==> src/hw/rvIsaPkg.sv <==
package rvIsaPkg;

    typedef logic [31:0] word_t;     // data or instruction word
    typedef logic [4:0]  regIdx_t;
    typedef logic [29:0] wordAddr_t; // cache side address, byte offset dropped
    typedef logic [6:0]  opcode_t;
    typedef logic [2:0]  funct3_t;
    typedef logic [6:0]  funct7_t;

    // major opcodes
    localparam opcode_t opOp    = 7'b0110011;
    localparam opcode_t opOpImm = 7'b0010011;
    localparam opcode_t opLoad  = 7'b0000011;
    localparam opcode_t opStore = 7'b0100011;

    localparam funct3_t f3AddSub = 3'b000;
    localparam funct3_t f3Sll    = 3'b001;
    localparam funct3_t f3Slt    = 3'b010;
    localparam funct3_t f3Xor    = 3'b100;
    localparam funct3_t f3SrlSra = 3'b101;
    localparam funct3_t f3Or     = 3'b110;
    localparam funct3_t f3And    = 3'b111;
    localparam funct3_t f3Word   = 3'b010; // lw and sw

    localparam funct7_t f7Base = 7'b0000000;
    localparam funct7_t f7Alt  = 7'b0100000; // sub, sra, srai

    // opcode 0 matches nothing, so this decodes to no controls
    localparam word_t nopWord = 32'h0000_0000;

endpackage
==> src/hw/pipeCtrlPkg.sv <==
package pipeCtrlPkg;

    typedef enum logic [3:0] {
        aluAdd,
        aluSub,
        aluAnd,
        aluOr,
        aluXor,
        aluSlt,
        aluSll,
        aluSrl,
        aluSra
    } aluOp_e;

    // operand source in EX
    typedef enum logic [1:0] {
        fwdNone,
        fwdMem,
        fwdWb
    } fwdSel_e;

    // first fetch address after reset
    localparam rvIsaPkg::word_t defaultResetPc = 32'h0000_0000;

endpackage

==> src/hw/riscvCore.sv <==
module riscvCore #(
    parameter rvIsaPkg::word_t resetPc = pipeCtrlPkg::defaultResetPc
) (
    input  logic                clk,
    input  logic                rst_n,
    output logic                icacheRen,
    output rvIsaPkg::wordAddr_t icacheAddr,
    input  rvIsaPkg::word_t     icacheRdata,
    input  logic                icacheStall,
    output logic                dcacheRen,
    output logic                dcacheWen,
    output rvIsaPkg::wordAddr_t dcacheAddr,
    output rvIsaPkg::word_t     dcacheWdata,
    input  rvIsaPkg::word_t     dcacheRdata,
    input  logic                dcacheStall
);

    rvIsaPkg::word_t     pc;
    rvIsaPkg::word_t     instr;
    logic                hold;
    rvIsaPkg::regIdx_t   rs1;
    rvIsaPkg::regIdx_t   rs2;
    rvIsaPkg::word_t     rs1Data;
    rvIsaPkg::word_t     rs2Data;
    rvIsaPkg::word_t     rs1Val;
    rvIsaPkg::word_t     rs2Val;
    rvIsaPkg::word_t     imm;
    rvIsaPkg::regIdx_t   exRs1;
    rvIsaPkg::regIdx_t   exRs2;
    rvIsaPkg::regIdx_t   rd;
    pipeCtrlPkg::aluOp_e aluOp;
    logic                aluSrcImm;
    logic                memRead;
    logic                memWrite;
    logic                regWrite;
    rvIsaPkg::regIdx_t   exRd;
    logic                exMemRead;
    logic                wbEn;
    rvIsaPkg::regIdx_t   wbRd;
    rvIsaPkg::word_t     wbData;

    assign icacheRen = 1'b1; // fetch every cycle

    fetchStage #(.resetPc(resetPc)) uFetch (
        .clk(clk), .rst_n(rst_n),
        .icacheAddr(icacheAddr), .icacheRdata(icacheRdata), .icacheStall(icacheStall),
        .dcacheStall(dcacheStall), .hold(hold),
        .pc(pc), .instr(instr)
    );

    decodeStage uDecode (
        .clk(clk), .rst_n(rst_n), .dcacheStall(dcacheStall),
        .pc(pc), .instr(instr),
        .rs1(rs1), .rs2(rs2), .rs1Data(rs1Data), .rs2Data(rs2Data),
        .exRd(exRd), .exMemRead(exMemRead), .hold(hold),
        .rs1Val(rs1Val), .rs2Val(rs2Val), .imm(imm),
        .exRs1(exRs1), .exRs2(exRs2), .rd(rd),
        .aluOp(aluOp), .aluSrcImm(aluSrcImm),
        .memRead(memRead), .memWrite(memWrite), .regWrite(regWrite)
    );

    regFile uRegs (
        .clk(clk), .rst_n(rst_n),
        .rs1(rs1), .rs2(rs2), .rs1Data(rs1Data), .rs2Data(rs2Data),
        .wbEn(wbEn), .wbRd(wbRd), .wbData(wbData)
    );

    executeStage uExecute (
        .clk(clk), .rst_n(rst_n), .dcacheStall(dcacheStall),
        .rs1Val(rs1Val), .rs2Val(rs2Val), .imm(imm),
        .rs1(exRs1), .rs2(exRs2), .rd(rd),
        .aluOp(aluOp), .aluSrcImm(aluSrcImm),
        .memRead(memRead), .memWrite(memWrite), .regWrite(regWrite),
        .dcacheRen(dcacheRen), .dcacheWen(dcacheWen),
        .dcacheAddr(dcacheAddr), .dcacheWdata(dcacheWdata), .dcacheRdata(dcacheRdata),
        .exRd(exRd), .exMemRead(exMemRead),
        .wbEn(wbEn), .wbRd(wbRd), .wbData(wbData)
    );

endmodule

==> src/hw/executeStage.sv <==
module executeStage (
    input  logic                clk,
    input  logic                rst_n,
    input  logic                dcacheStall,
    input  rvIsaPkg::word_t     rs1Val,
    input  rvIsaPkg::word_t     rs2Val,
    input  rvIsaPkg::word_t     imm,
    input  rvIsaPkg::regIdx_t   rs1,
    input  rvIsaPkg::regIdx_t   rs2,
    input  rvIsaPkg::regIdx_t   rd,
    input  pipeCtrlPkg::aluOp_e aluOp,
    input  logic                aluSrcImm,
    input  logic                memRead,
    input  logic                memWrite,
    input  logic                regWrite,
    output logic                dcacheRen,
    output logic                dcacheWen,
    output rvIsaPkg::wordAddr_t dcacheAddr,
    output rvIsaPkg::word_t     dcacheWdata,
    input  rvIsaPkg::word_t     dcacheRdata,
    output rvIsaPkg::regIdx_t   exRd,
    output logic                exMemRead,
    output logic                wbEn,
    output rvIsaPkg::regIdx_t   wbRd,
    output rvIsaPkg::word_t     wbData
);

    logic                 memRegWrite;
    logic                 memLoad;
    logic                 memStore;
    rvIsaPkg::regIdx_t    memRd;
    rvIsaPkg::word_t      memAlu;
    rvIsaPkg::word_t      memStoreData;
    logic                 wbLoad;
    rvIsaPkg::word_t      wbAlu;
    rvIsaPkg::word_t      wbLoadData;
    pipeCtrlPkg::fwdSel_e fwdA;
    pipeCtrlPkg::fwdSel_e fwdB;
    rvIsaPkg::word_t      opA;
    rvIsaPkg::word_t      opBReg;
    rvIsaPkg::word_t      opB;
    rvIsaPkg::word_t      aluResult;

    // MEM wins over WB, x0 never forwarded
    function automatic pipeCtrlPkg::fwdSel_e pickFwd(
        input rvIsaPkg::regIdx_t src,
        input logic              memWr,
        input rvIsaPkg::regIdx_t memDst,
        input logic              wbWr,
        input rvIsaPkg::regIdx_t wbDst
    );
        if (memWr && memDst != '0 && memDst == src) begin
            return pipeCtrlPkg::fwdMem;
        end else if (wbWr && wbDst != '0 && wbDst == src) begin
            return pipeCtrlPkg::fwdWb;
        end
        return pipeCtrlPkg::fwdNone;
    endfunction

    function automatic rvIsaPkg::word_t fwdMux(
        input pipeCtrlPkg::fwdSel_e sel,
        input rvIsaPkg::word_t      regVal,
        input rvIsaPkg::word_t      memVal,
        input rvIsaPkg::word_t      wbVal
    );
        case (sel)
            pipeCtrlPkg::fwdMem: return memVal;
            pipeCtrlPkg::fwdWb:  return wbVal;
            default:             return regVal;
        endcase
    endfunction

    assign fwdA   = pickFwd(rs1, memRegWrite, memRd, wbEn, wbRd);
    assign fwdB   = pickFwd(rs2, memRegWrite, memRd, wbEn, wbRd);
    assign opA    = fwdMux(fwdA, rs1Val, memAlu, wbData);
    assign opBReg = fwdMux(fwdB, rs2Val, memAlu, wbData); // also the store data
    assign opB    = aluSrcImm ? imm : opBReg;

    always_comb begin
        case (aluOp)
            pipeCtrlPkg::aluSub: aluResult = opA - opB;
            pipeCtrlPkg::aluAnd: aluResult = opA & opB;
            pipeCtrlPkg::aluOr:  aluResult = opA | opB;
            pipeCtrlPkg::aluXor: aluResult = opA ^ opB;
            pipeCtrlPkg::aluSlt: aluResult = {31'b0, $signed(opA) < $signed(opB)};
            pipeCtrlPkg::aluSll: aluResult = opA << opB[4:0];
            pipeCtrlPkg::aluSrl: aluResult = opA >> opB[4:0];
            pipeCtrlPkg::aluSra: aluResult = $signed(opA) >>> opB[4:0];
            default:             aluResult = opA + opB;
        endcase
    end

    // EX/MEM
    always_ff @(posedge clk) begin
        if (!rst_n) begin
            memRegWrite <= 1'b0;
            memLoad     <= 1'b0;
            memStore    <= 1'b0;
        end else if (!dcacheStall) begin
            memRegWrite <= regWrite;
            memLoad     <= memRead;
            memStore    <= memWrite;
        end
    end

    always_ff @(posedge clk) begin
        if (!dcacheStall) begin
            memRd        <= rd;
            memAlu       <= aluResult;
            memStoreData <= opBReg;
        end
    end

    // MEM/WB
    always_ff @(posedge clk) begin
        if (!rst_n) begin
            wbEn   <= 1'b0;
            wbLoad <= 1'b0;
        end else if (!dcacheStall) begin
            wbEn   <= memRegWrite;
            wbLoad <= memLoad;
        end
    end

    always_ff @(posedge clk) begin
        if (!dcacheStall) begin
            wbRd       <= memRd;
            wbAlu      <= memAlu;
            wbLoadData <= dcacheRdata; // only meaningful after a load
        end
    end

    assign dcacheRen   = memLoad;
    assign dcacheWen   = memStore;
    assign dcacheAddr  = memAlu[31:2];
    assign dcacheWdata = memStoreData;

    assign exRd      = rd;
    assign exMemRead = memRead;
    assign wbData    = wbLoad ? wbLoadData : wbAlu;

    oneDcacheOp: assert property (@(posedge clk) disable iff (!rst_n)
        !(dcacheRen && dcacheWen))
        else $error("dcache read and write together at %h", dcacheAddr);

endmodule

==> src/hw/decodeStage.sv <==
module decodeStage (
    input  logic                clk,
    input  logic                rst_n,
    input  logic                dcacheStall,
    input  rvIsaPkg::word_t     pc,
    input  rvIsaPkg::word_t     instr,
    output rvIsaPkg::regIdx_t   rs1,
    output rvIsaPkg::regIdx_t   rs2,
    input  rvIsaPkg::word_t     rs1Data,
    input  rvIsaPkg::word_t     rs2Data,
    input  rvIsaPkg::regIdx_t   exRd,
    input  logic                exMemRead,
    output logic                hold,
    output rvIsaPkg::word_t     rs1Val,
    output rvIsaPkg::word_t     rs2Val,
    output rvIsaPkg::word_t     imm,
    output rvIsaPkg::regIdx_t   exRs1,
    output rvIsaPkg::regIdx_t   exRs2,
    output rvIsaPkg::regIdx_t   rd,
    output pipeCtrlPkg::aluOp_e aluOp,
    output logic                aluSrcImm,
    output logic                memRead,
    output logic                memWrite,
    output logic                regWrite
);

    rvIsaPkg::opcode_t   opcode;
    rvIsaPkg::funct3_t   funct3;
    rvIsaPkg::regIdx_t   instrRd;
    rvIsaPkg::word_t     immI;
    rvIsaPkg::word_t     immS;
    rvIsaPkg::word_t     decImm;
    pipeCtrlPkg::aluOp_e arithOp;
    pipeCtrlPkg::aluOp_e decAluOp;
    logic                altOp;
    logic                decSrcImm;
    logic                decMemRead;
    logic                decMemWrite;
    logic                decRegWrite;
    logic                usesRs1;
    logic                usesRs2;

    assign opcode  = instr[6:0];
    assign funct3  = instr[14:12];
    assign instrRd = instr[11:7];
    assign rs1     = instr[19:15];
    assign rs2     = instr[24:20];
    assign altOp   = instr[30];

    assign immI = {{20{instr[31]}}, instr[31:20]};
    assign immS = {{20{instr[31]}}, instr[31:25], instr[11:7]};

    always_comb begin
        case (funct3)
            rvIsaPkg::f3AddSub: arithOp = (opcode == rvIsaPkg::opOp && altOp) ?
                                          pipeCtrlPkg::aluSub : pipeCtrlPkg::aluAdd;
            rvIsaPkg::f3Sll:    arithOp = pipeCtrlPkg::aluSll;
            rvIsaPkg::f3Slt:    arithOp = pipeCtrlPkg::aluSlt;
            rvIsaPkg::f3Xor:    arithOp = pipeCtrlPkg::aluXor;
            rvIsaPkg::f3SrlSra: arithOp = altOp ? pipeCtrlPkg::aluSra : pipeCtrlPkg::aluSrl;
            rvIsaPkg::f3Or:     arithOp = pipeCtrlPkg::aluOr;
            rvIsaPkg::f3And:    arithOp = pipeCtrlPkg::aluAnd;
            default:            arithOp = pipeCtrlPkg::aluAdd; // sltu not supported
        endcase
    end

    always_comb begin
        decAluOp    = pipeCtrlPkg::aluAdd;
        decSrcImm   = 1'b0;
        decMemRead  = 1'b0;
        decMemWrite = 1'b0;
        decRegWrite = 1'b0;
        decImm      = immI;
        usesRs1     = 1'b1;
        usesRs2     = 1'b0;
        case (opcode)
            rvIsaPkg::opOp: begin
                decAluOp    = arithOp;
                decRegWrite = 1'b1;
                usesRs2     = 1'b1;
            end
            rvIsaPkg::opOpImm: begin
                decAluOp    = arithOp;
                decSrcImm   = 1'b1;
                decRegWrite = 1'b1;
            end
            rvIsaPkg::opLoad: begin
                decSrcImm   = 1'b1;
                decMemRead  = 1'b1;
                decRegWrite = 1'b1;
            end
            rvIsaPkg::opStore: begin
                decSrcImm   = 1'b1;
                decMemWrite = 1'b1;
                decImm      = immS;
                usesRs2     = 1'b1;
            end
            default: usesRs1 = 1'b0; // nop or unsupported
        endcase
    end

    // load in EX feeding this instruction
    assign hold = exMemRead && (exRd != '0) &&
                  ((usesRs1 && exRd == rs1) || (usesRs2 && exRd == rs2));

    always_ff @(posedge clk) begin
        if (!rst_n) begin
            aluOp     <= pipeCtrlPkg::aluAdd;
            aluSrcImm <= 1'b0;
            memRead   <= 1'b0;
            memWrite  <= 1'b0;
            regWrite  <= 1'b0;
        end else if (!dcacheStall) begin
            aluOp     <= decAluOp;
            aluSrcImm <= decSrcImm;
            memRead   <= decMemRead & ~hold; // bubble on load-use
            memWrite  <= decMemWrite & ~hold;
            regWrite  <= decRegWrite & ~hold;
        end
    end

    always_ff @(posedge clk) begin
        if (!dcacheStall) begin
            rs1Val <= rs1Data;
            rs2Val <= rs2Data;
            imm    <= decImm;
            exRs1  <= rs1;
            exRs2  <= rs2;
            rd     <= instrRd;
        end
    end

    holdOneCycle: assert property (@(posedge clk) disable iff (!rst_n)
        hold && !dcacheStall |=> !hold)
        else $error("load-use hold lasted two cycles");

    // fetch must keep IF/ID while decode waits
    holdKeepsIfId: assert property (@(posedge clk) disable iff (!rst_n)
        hold |=> $stable(pc) && $stable(instr))
        else $error("IF/ID moved under hold, pc %h", pc);

endmodule

==> src/hw/regFile.sv <==
module regFile (
    input  logic              clk,
    input  logic              rst_n,
    input  rvIsaPkg::regIdx_t rs1,
    input  rvIsaPkg::regIdx_t rs2,
    output rvIsaPkg::word_t   rs1Data,
    output rvIsaPkg::word_t   rs2Data,
    input  logic              wbEn,
    input  rvIsaPkg::regIdx_t wbRd,
    input  rvIsaPkg::word_t   wbData
);

    rvIsaPkg::word_t regs [32];
    logic            wrLive;

    assign wrLive = wbEn && (wbRd != '0); // x0 writes dropped here

    always_ff @(posedge clk) begin
        if (!rst_n) begin
            for (int i = 0; i < 32; i++) begin
                regs[i] <= '0;
            end
        end else if (wrLive) begin
            regs[wbRd] <= wbData;
        end
    end

    // decode sees this cycle's writeback
    assign rs1Data = (wrLive && wbRd == rs1) ? wbData : regs[rs1];
    assign rs2Data = (wrLive && wbRd == rs2) ? wbData : regs[rs2];

    x0Zero: assert property (@(posedge clk) disable iff (!rst_n)
        regs[0] == '0)
        else $error("x0 holds %h", regs[0]);

endmodule

==> src/hw/fetchStage.sv <==
module fetchStage #(
    parameter rvIsaPkg::word_t resetPc = pipeCtrlPkg::defaultResetPc
) (
    input  logic                clk,
    input  logic                rst_n,
    output rvIsaPkg::wordAddr_t icacheAddr,
    input  rvIsaPkg::word_t     icacheRdata,
    input  logic                icacheStall,
    input  logic                dcacheStall,
    input  logic                hold,
    output rvIsaPkg::word_t     pc,
    output rvIsaPkg::word_t     instr
);

    rvIsaPkg::word_t fetchPc;
    logic            freezeIfId;
    logic            advance;

    assign freezeIfId = dcacheStall | hold; // IF/ID keeps its word
    assign advance    = ~freezeIfId & ~icacheStall;
    assign icacheAddr = fetchPc[31:2];

    always_ff @(posedge clk) begin
        if (!rst_n) begin
            fetchPc <= resetPc;
        end else if (advance) begin
            fetchPc <= fetchPc + 32'd4;
        end
    end

    always_ff @(posedge clk) begin
        if (!rst_n) begin
            instr <= rvIsaPkg::nopWord;
        end else if (!freezeIfId) begin
            instr <= icacheStall ? rvIsaPkg::nopWord : icacheRdata; // bubble while fetch pending
        end
    end

    always_ff @(posedge clk) begin
        if (!freezeIfId) begin
            pc <= fetchPc;
        end
    end

    pcAligned: assert property (@(posedge clk) disable iff (!rst_n)
        fetchPc[1:0] == 2'b00)
        else $error("fetch pc %h is not word aligned", fetchPc);

endmodule

==> config.mk <==
export PLATFORM = sky130hd
export DESIGN_NAME = riscvCore
export DESIGN_NICKNAME = d
export VERILOG_FILES = /design/src/hw/rvIsaPkg.sv /design/src/hw/pipeCtrlPkg.sv /design/src/hw/riscvCore.sv /design/src/hw/executeStage.sv /design/src/hw/decodeStage.sv /design/src/hw/regFile.sv /design/src/hw/fetchStage.sv
export SDC_FILE = /design/constraint.sdc
export NUM_CORES = 2
export LEC_CHECK = 0
export BUFFER_PORTS_ARGS = -buffer_cell sky130_fd_sc_hd__buf_4
export CORE_MARGIN = 4
export CORE_UTILIZATION = 55
export DETAILED_ROUTE_END_ITERATION = 10
export PLACE_DENSITY_LB_ADDON = 0.05
export SLEW_MARGIN = 20
export SYNTH_ARGS = -nofsm -noshare
export SYNTH_HDL_FRONTEND = slang
export SYNTH_HIERARCHICAL = 1
export SYNTH_SLANG_ARGS = --single-unit
==> constraint.sdc <==
create_clock -name clk -period 7.91 [get_ports clk]
set_input_delay 1.582 -clock clk [delete_from_list [all_inputs] [get_ports clk]]
set_output_delay 1.582 -clock clk [all_outputs]
set_load 0.03 [all_outputs]
# --- Yosys cells after proc, flatten, opt, wreduce, memory -nomap -nowiden ---
# Memory sizes are Yosys's and may differ from the RTL's. A register that Yosys moved wholly into a read port is not among the register bits.
# Index checks and enable logic that the tools add are counted.
totals:
  regBits: 306
  ram_bits: 1024
  inputBits: 68
  output_inout_bits: 95
  wordCells: 137
  n_memories: 1
memory_table:
  columns: ["memory", "words", "word_bits", "read_ports", "rd_ports_with_merged_regs", "write_ports", "line", "rtl"]
  rows:
  - ["uRegs.regs", 32, 32, 2, 2, 32, "regFile.sv:13", "rvIsaPkg::word_t regs [32];"]
classes:
  addsub: 3
  n_lt_le_gt_ge: 1
  eq_ne: 30
  n_shift: 3
  muxes: 40
  bitwise: 11
  n_reduce_logical: 24
ops:
  columns: ["op", "n"]
  rows:
  - ["32-bit case mux with 8 select lines", 1]
  - ["32-bit two-way mux", 6]
  - ["32-bit case mux with 2 select lines", 2]
  - ["5-bit == test", 8]
  - ["32-bit by 3-bit adder with 32-bit output, second input constant", 1]
  - ["32-bit adder", 1]
  - ["32-bit AND", 1]
  - ["32-bit less-than comparator", 1]
  - ["32-bit OR", 1]
  - ["32-bit OR reduction", 1]
  - ["32-bit by 5-bit left shift with 32-bit output", 1]
  - ["32-bit by 5-bit >> shifter with 32-bit output", 1]
  - ["32-bit by 5-bit >>> shifter with 32-bit output", 1]
  - ["32-bit subtractor", 1]
  - ["32-bit XOR", 1]
  - ["5-bit two-way mux", 6]
  - ["4-bit case mux with 7 select lines", 1]
  - ["4-bit by 3-bit == test with 1-bit output, second input constant", 4]
  - ["1-bit two-way mux", 16]
  - ["5-bit nonzero test", 3]
  - ["7-bit by 6-bit == test with 1-bit output, second input constant", 2]
  - ["1-bit logical AND", 13]
  - ["3-bit == test, second input constant", 4]
  - ["2-bit two-way mux", 6]
  - ["other kinds (18)", 29]

# --- Depth between registers and ports, before layout ---
depth:
  depth_word: 11
  depth_mapped: 24
  ltp_nobuf: 21

# --- Hierarchy ---
# The synthesis kept the hierarchy.
modules_own_cells:
  columns: ["mod", "instances", "cells_per_inst", "area_each_um2", "seq_area_each_um2"]
  rows:
  - ["regFile", 1, 3499, 53612.7, 30749.5]
  - ["executeStage", 1, 1856, 15263.4, 4244.1]
  - ["fetchStage", 1, 350, 3654.8, 2142.1]
  - ["decodeStage", 1, 196, 3573.4, 2892.8]
  - ["riscvCore", 1, 2, 11.3, 0.0]

# --- Worst setup path after synthesis ---
# OpenSTA, ideal clock, no wires.
synth_timing:
  path_kind: "reg-to-reg"
  start: "register uExecute.wbRd[2]"
  end: "register uExecute.memAlu[0], data pin"
  setup_ps: 157
  arrival_ps: 5567
  required_ps: 7753
  path_slack_ps: 2187
  stages_incl_launch_ff: 25
  n_path_buf: 6
  period_less_slack_ps: 5723
  path_cell_list: "edfxtp_1 > or4_1 > o211ai_1 > nor2_1 > clkbuf_1 > mux2i_1 > o31a_1 > buf_2 > buf_2 > clkbuf_1 > buf_1 > ha_1 > clkbuf_1 > and2_1 > o211ai_1 > a21oi_1 > a211o_1 > a21o_1 > a31oi_1 > o211ai_1 > o311ai_0 > o21ai_0 > a2111oi_0 > o21ai_0 > a32oi_1"
synth_between:
  elab_chain_cells: 11
  elab_cells_between_ends: 29
  classes_between: "2 x add/sub; 1 x order compare; 6 x eq/ne; 3 x shift; 10 x mux; 3 x bitwise; 4 x reduce/logical"
synth_rtl:
  columns: ["element", "line", "rtl"]
  rows:
  - ["from (decl)", "executeStage.sv:24", "output rvIsaPkg::regIdx_t wbRd,"]
  - ["from (signal assigned)", "executeStage.sv:127", "wbRd <= memRd;"]
  - ["5-bit nonzero test", "executeStage.sv:54", "end else if (wbWr && wbDst != '0 && wbDst == src) begin"]
  - ["1-bit logical AND (2 in a row)", "executeStage.sv:54", null]
  - ["1-bit two-way mux", "executeStage.sv:54", null]
  - ["1-bit two-way mux", "executeStage.sv:52", "if (memWr && memDst != '0 && memDst == src) begin"]
  - ["2-bit two-way mux", "executeStage.sv:57", "return pipeCtrlPkg::fwdNone;"]
  - ["2-bit == test or 2-bit by 1-bit == test with 1-bit output (tied branches)", "executeStage.sv:66", "case (sel)"]
  - ["32-bit case mux with 2 select lines", "executeStage.sv:66", null]
  - ["32-bit two-way mux", "executeStage.sv:77", "assign opB = aluSrcImm ? imm : opBReg;"]
  - ["32-bit adder, or another cell as far along", "executeStage.sv:89", "default: aluResult = opA + opB;"]
  - ["32-bit case mux with 8 select lines (*)", "executeStage.sv:80", "case (aluOp)"]
  - ["named net uExecute.aluResult[0]", "executeStage.sv:42", "rvIsaPkg::word_t aluResult;"]
  - ["to (signal assigned)", "executeStage.sv:109", "memAlu <= aluResult;"]
  - ["to (decl)", "executeStage.sv:32", "rvIsaPkg::word_t memAlu;"]
# The timed path passes the listed nets; every way through them passes the cells marked *.
# A chain may end at the register's enable or synchronous reset.

# --- Worst setup path after layout ---
layout_timing:
  start: "register uExecute.wbRd[2]"
  end: "register uExecute.memAlu[30], data pin"
layout_between:
  elab_chain_cells: 11
  elab_cells_between_ends: 28
  classes_between: "2 x add/sub; 6 x eq/ne; 3 x shift; 10 x mux; 3 x bitwise; 4 x reduce/logical"
layout_rtl:
  columns: ["element", "line"]
  rows:
  - ["5-bit nonzero test", "executeStage.sv:54"]
  - ["1-bit logical AND (2 in a row)", "executeStage.sv:54"]
  - ["1-bit two-way mux", "executeStage.sv:54"]
  - ["1-bit two-way mux", "executeStage.sv:52"]
  - ["2-bit two-way mux", "executeStage.sv:57"]
  - ["2-bit == test or 2-bit by 1-bit == test with 1-bit output (tied branches)", "executeStage.sv:66"]
  - ["32-bit case mux with 2 select lines", "executeStage.sv:66"]
  - ["32-bit two-way mux", "executeStage.sv:77"]
  - ["32-bit adder, or another cell as far along", "executeStage.sv:89"]
  - ["32-bit case mux with 8 select lines (*)", "executeStage.sv:80"]
  - ["named net uExecute.aluResult[30]", "executeStage.sv:42"]
# Marks and branches as above.

==> flow_summary_export.csv <==
group,metric,value,unit
sta,setup_slack,0.874,ns
cells_and_area,fin_util,60.8,%
cells_and_area,stdcell_count,7670,
critical_path,worstPathArrival,7.56,ns
die,initial_core_util,55.4,%
logic_synthesis,synth_area,0.0752,mm2
power_and_ir_drop,p_per_area,219,mW/mm2
route,wirelength,262,mm
clock_network,cts_buffers,145,
critical_path,r2r_cells,20,
die,dieArea,0.143,mm2
die,io_pins,163,
critical_path,r2r_end,"uExecute/memAlu[30]$_DFFE_PN_",
critical_path,crit_family,"compound AO/OA/AOI/OAI gates",
sta,setup_tns,0,ns
die,die_w,378,um
hold_path,hold_path_class,"flip-flop to flip-flop",
sta,fin_crit_sh,89.0,%
clock_network,clkTransAtPathRegs,0.06,ns
global_route,overflow,0,
cells_and_area,drive_above_1_share,20.7,%
power_and_ir_drop,ir_drop,0.195,mV
placement,dp_slack,1.19,ns
run_status,outcome,"finished clean",
logic_synthesis,yosys_warnings,6,
route,drt_pass1_iterations,6,
global_route,antenna_found_initial,30,
sta,maxSlewViolCount,0,
critical_path,crit_end,"uExecute/memAlu[30]$_DFFE_PN_",
power_and_ir_drop,power.leakage,29.1,nW
cells_and_area,area_growth,9.64,%
placement,place_inst,7395,
clock_network,cts_tree,"built",
die,num_rows,135,
critical_path,worst-setup-path-type,"flip-flop to flip-flop",
critical_path,r2r_setup_slack,0.87,ns
global_route,grt_max_degree,122,
cells_and_area,final_area,0.0824,mm2
placement,port-buffer-count,161,
global_route,grt_usage,36.5,%
logic_synthesis,postSynthCellCount,5870,
placement,post-dp-hpwl,169,mm
clock_network,clock_latency,0.79,ns
clock_network,cts_hold_buf,0,
critical_path,crit_path_start,"uExecute/wbRd[2]$_DFFE_PN_",
cells_and_area,fillers,10600,
cells_and_area,layout.nets,5929,
route,vias,52600,
route,drtIter0Drc,7600,
clock_network,cts-htree-levels,4,
global_route,grt_pass1_vias,50700,
flow_run,maxCapViolCount,0,
clock_network,cts_root_buf,"clkbuf_16",
placement,place_area,0.0776,mm2
placement,gp_congestion,1.01,
critical_path,critPathRequiredTime,8.44,ns
die,fp.dieH,378,um
sta,hold_ws,0.438,ns
route,drcViolationCount,0,
sta,fin_skew,0.0602,ns
sta,fmax,0.142,GHz
critical_path,worstSetupEndpointType,"flip-flop",
critical_path,critPathMaxFanout,13,
sta,min_period,7.04,ns
critical_path,cpPeakStageDelay,0.65,ns
critical_path,crit_buf_inv,3,
clock_network,cts_resized,0,
clock_network,post-cts-setup-buffers,0,
sta,final-setup-viol-count,0,
sta,rsz0062_at_grt,"false",
sta,worst_pin_slew,1.18,ns
sta,hold_viol,0,
critical_path,crit_path_start_kind,"flip-flop",
logic_synthesis,avgSynthCellArea,12.8,um2
route,drtAntennaViolNets,0,
critical_path,rr_startpoint,"uExecute/wbRd[2]$_DFFE_PN_",
die,core_region_area,0.136,mm2
sta,slew_headroom,20.6,%
clock_network,cts_sinks,1328,
critical_path,crit_chain,"or4_1 -> o21ai_1 -> or4_1 -> nand2_1 -> buf_4 -> o221ai_1 -> inv_1 -> ha_1 -> inv_1 -> a2111oi_0 -> nand4_1 -> nand3_1 -> a31oi_1 -> o22ai_1 -> o31ai_1 -> a211oi_1 -> o31ai_1 -> a21oi_1 -> o21ai_0 -> a211o_1",
clock_network,cts_buffer_depth,3,
route,wl_per_cell,34.2,um
critical_path,crit_slowest_cell,"a211oi_1",
global_route,grt_pass1_wl,373,mm
critical_path,cp.depth,20,
power_and_ir_drop,power.total,18.0,mW
route,routed_via_density,6.86,
## registers in the layout, indices dropped and copies added (netlist names), 32 cells and up
signal / count
uRegs/regs: 1024
uDecode/rs1Val: 32
uDecode/rs2Val: 32
uExecute/dcacheWdata: 32
uExecute/memAlu: 32
uExecute/wbAlu: 32
uExecute/wbLoadData: 32
uFetch/instr: 32
## how the worst min path moves through the flow
stage,end,slack [ns],cells past startpoint,startpoint
floorplan,uDecode/imm[11]$_DFFE_PN_,0.41,0,uFetch/instr[31]$_SDFFE_PN0N_
global placement,uDecode/imm[11]$_DFFE_PN_,0.42,0,uFetch/instr[31]$_SDFFE_PN0N_
detailed placement,uDecode/imm[5]$_DFFE_PN_,0.42,0,uFetch/instr[25]$_SDFFE_PN0N_
CTS,uDecode/imm[11]$_DFFE_PN_,0.44,0,uFetch/instr[31]$_SDFFE_PN0N_
global route,uDecode/imm[9]$_DFFE_PN_,0.45,0,uFetch/instr[29]$_SDFFE_PN0N_
finish,uDecode/imm[9]$_DFFE_PN_,0.44,0,uFetch/instr[29]$_SDFFE_PN0N_
## layer usage
layer	GRT usage (%)	share of wire, %
met5	0	0.046
met4	13.1	4.0
met3	8.61	11
met2	56.8	46
met1	50.6	39
## cell usage in the layout, fill, tap and decap left out, types with 38 or more instances in the layout
cell and n:
a211oi_1 38, and2_1 1008, o21ai_0 206, edfxtp_1 1253, mux2i_1 171, nand3b_1 45, nand3_1 81, ha_1 98
a21oi_1 160, mux4_2 510, nor2_1 160, inv_1 104, o22ai_1 260, clkbuf_16 145, buf_4 323, or4_1 78
o221ai_1 48, nand2_1 334, dfxtp_1 70
## cell type report
class	count	area [um2]	area share (%)
Tap cell	1781	2230	2.70
Clock inverter	87	981	1.19
Multi-Input combinational cell	3829	33200	40.3
Antenna cell	10	25.0	0.0304
Sequential cell	1328	39100	47.5
Inverter	128	493	0.598
Clock buffer	178	3790	4.60
Timing Repair Buffer	329	2540	3.09
## power by group
group	switching [mW]	internal (mW)	total, mW
logic	1.93	0.956	2.89
registers	0.281	8.06	8.35
clock network	3.00	3.80	6.80
total	5.22	12.8	18.0
Power figures use the tool's default switching activity.
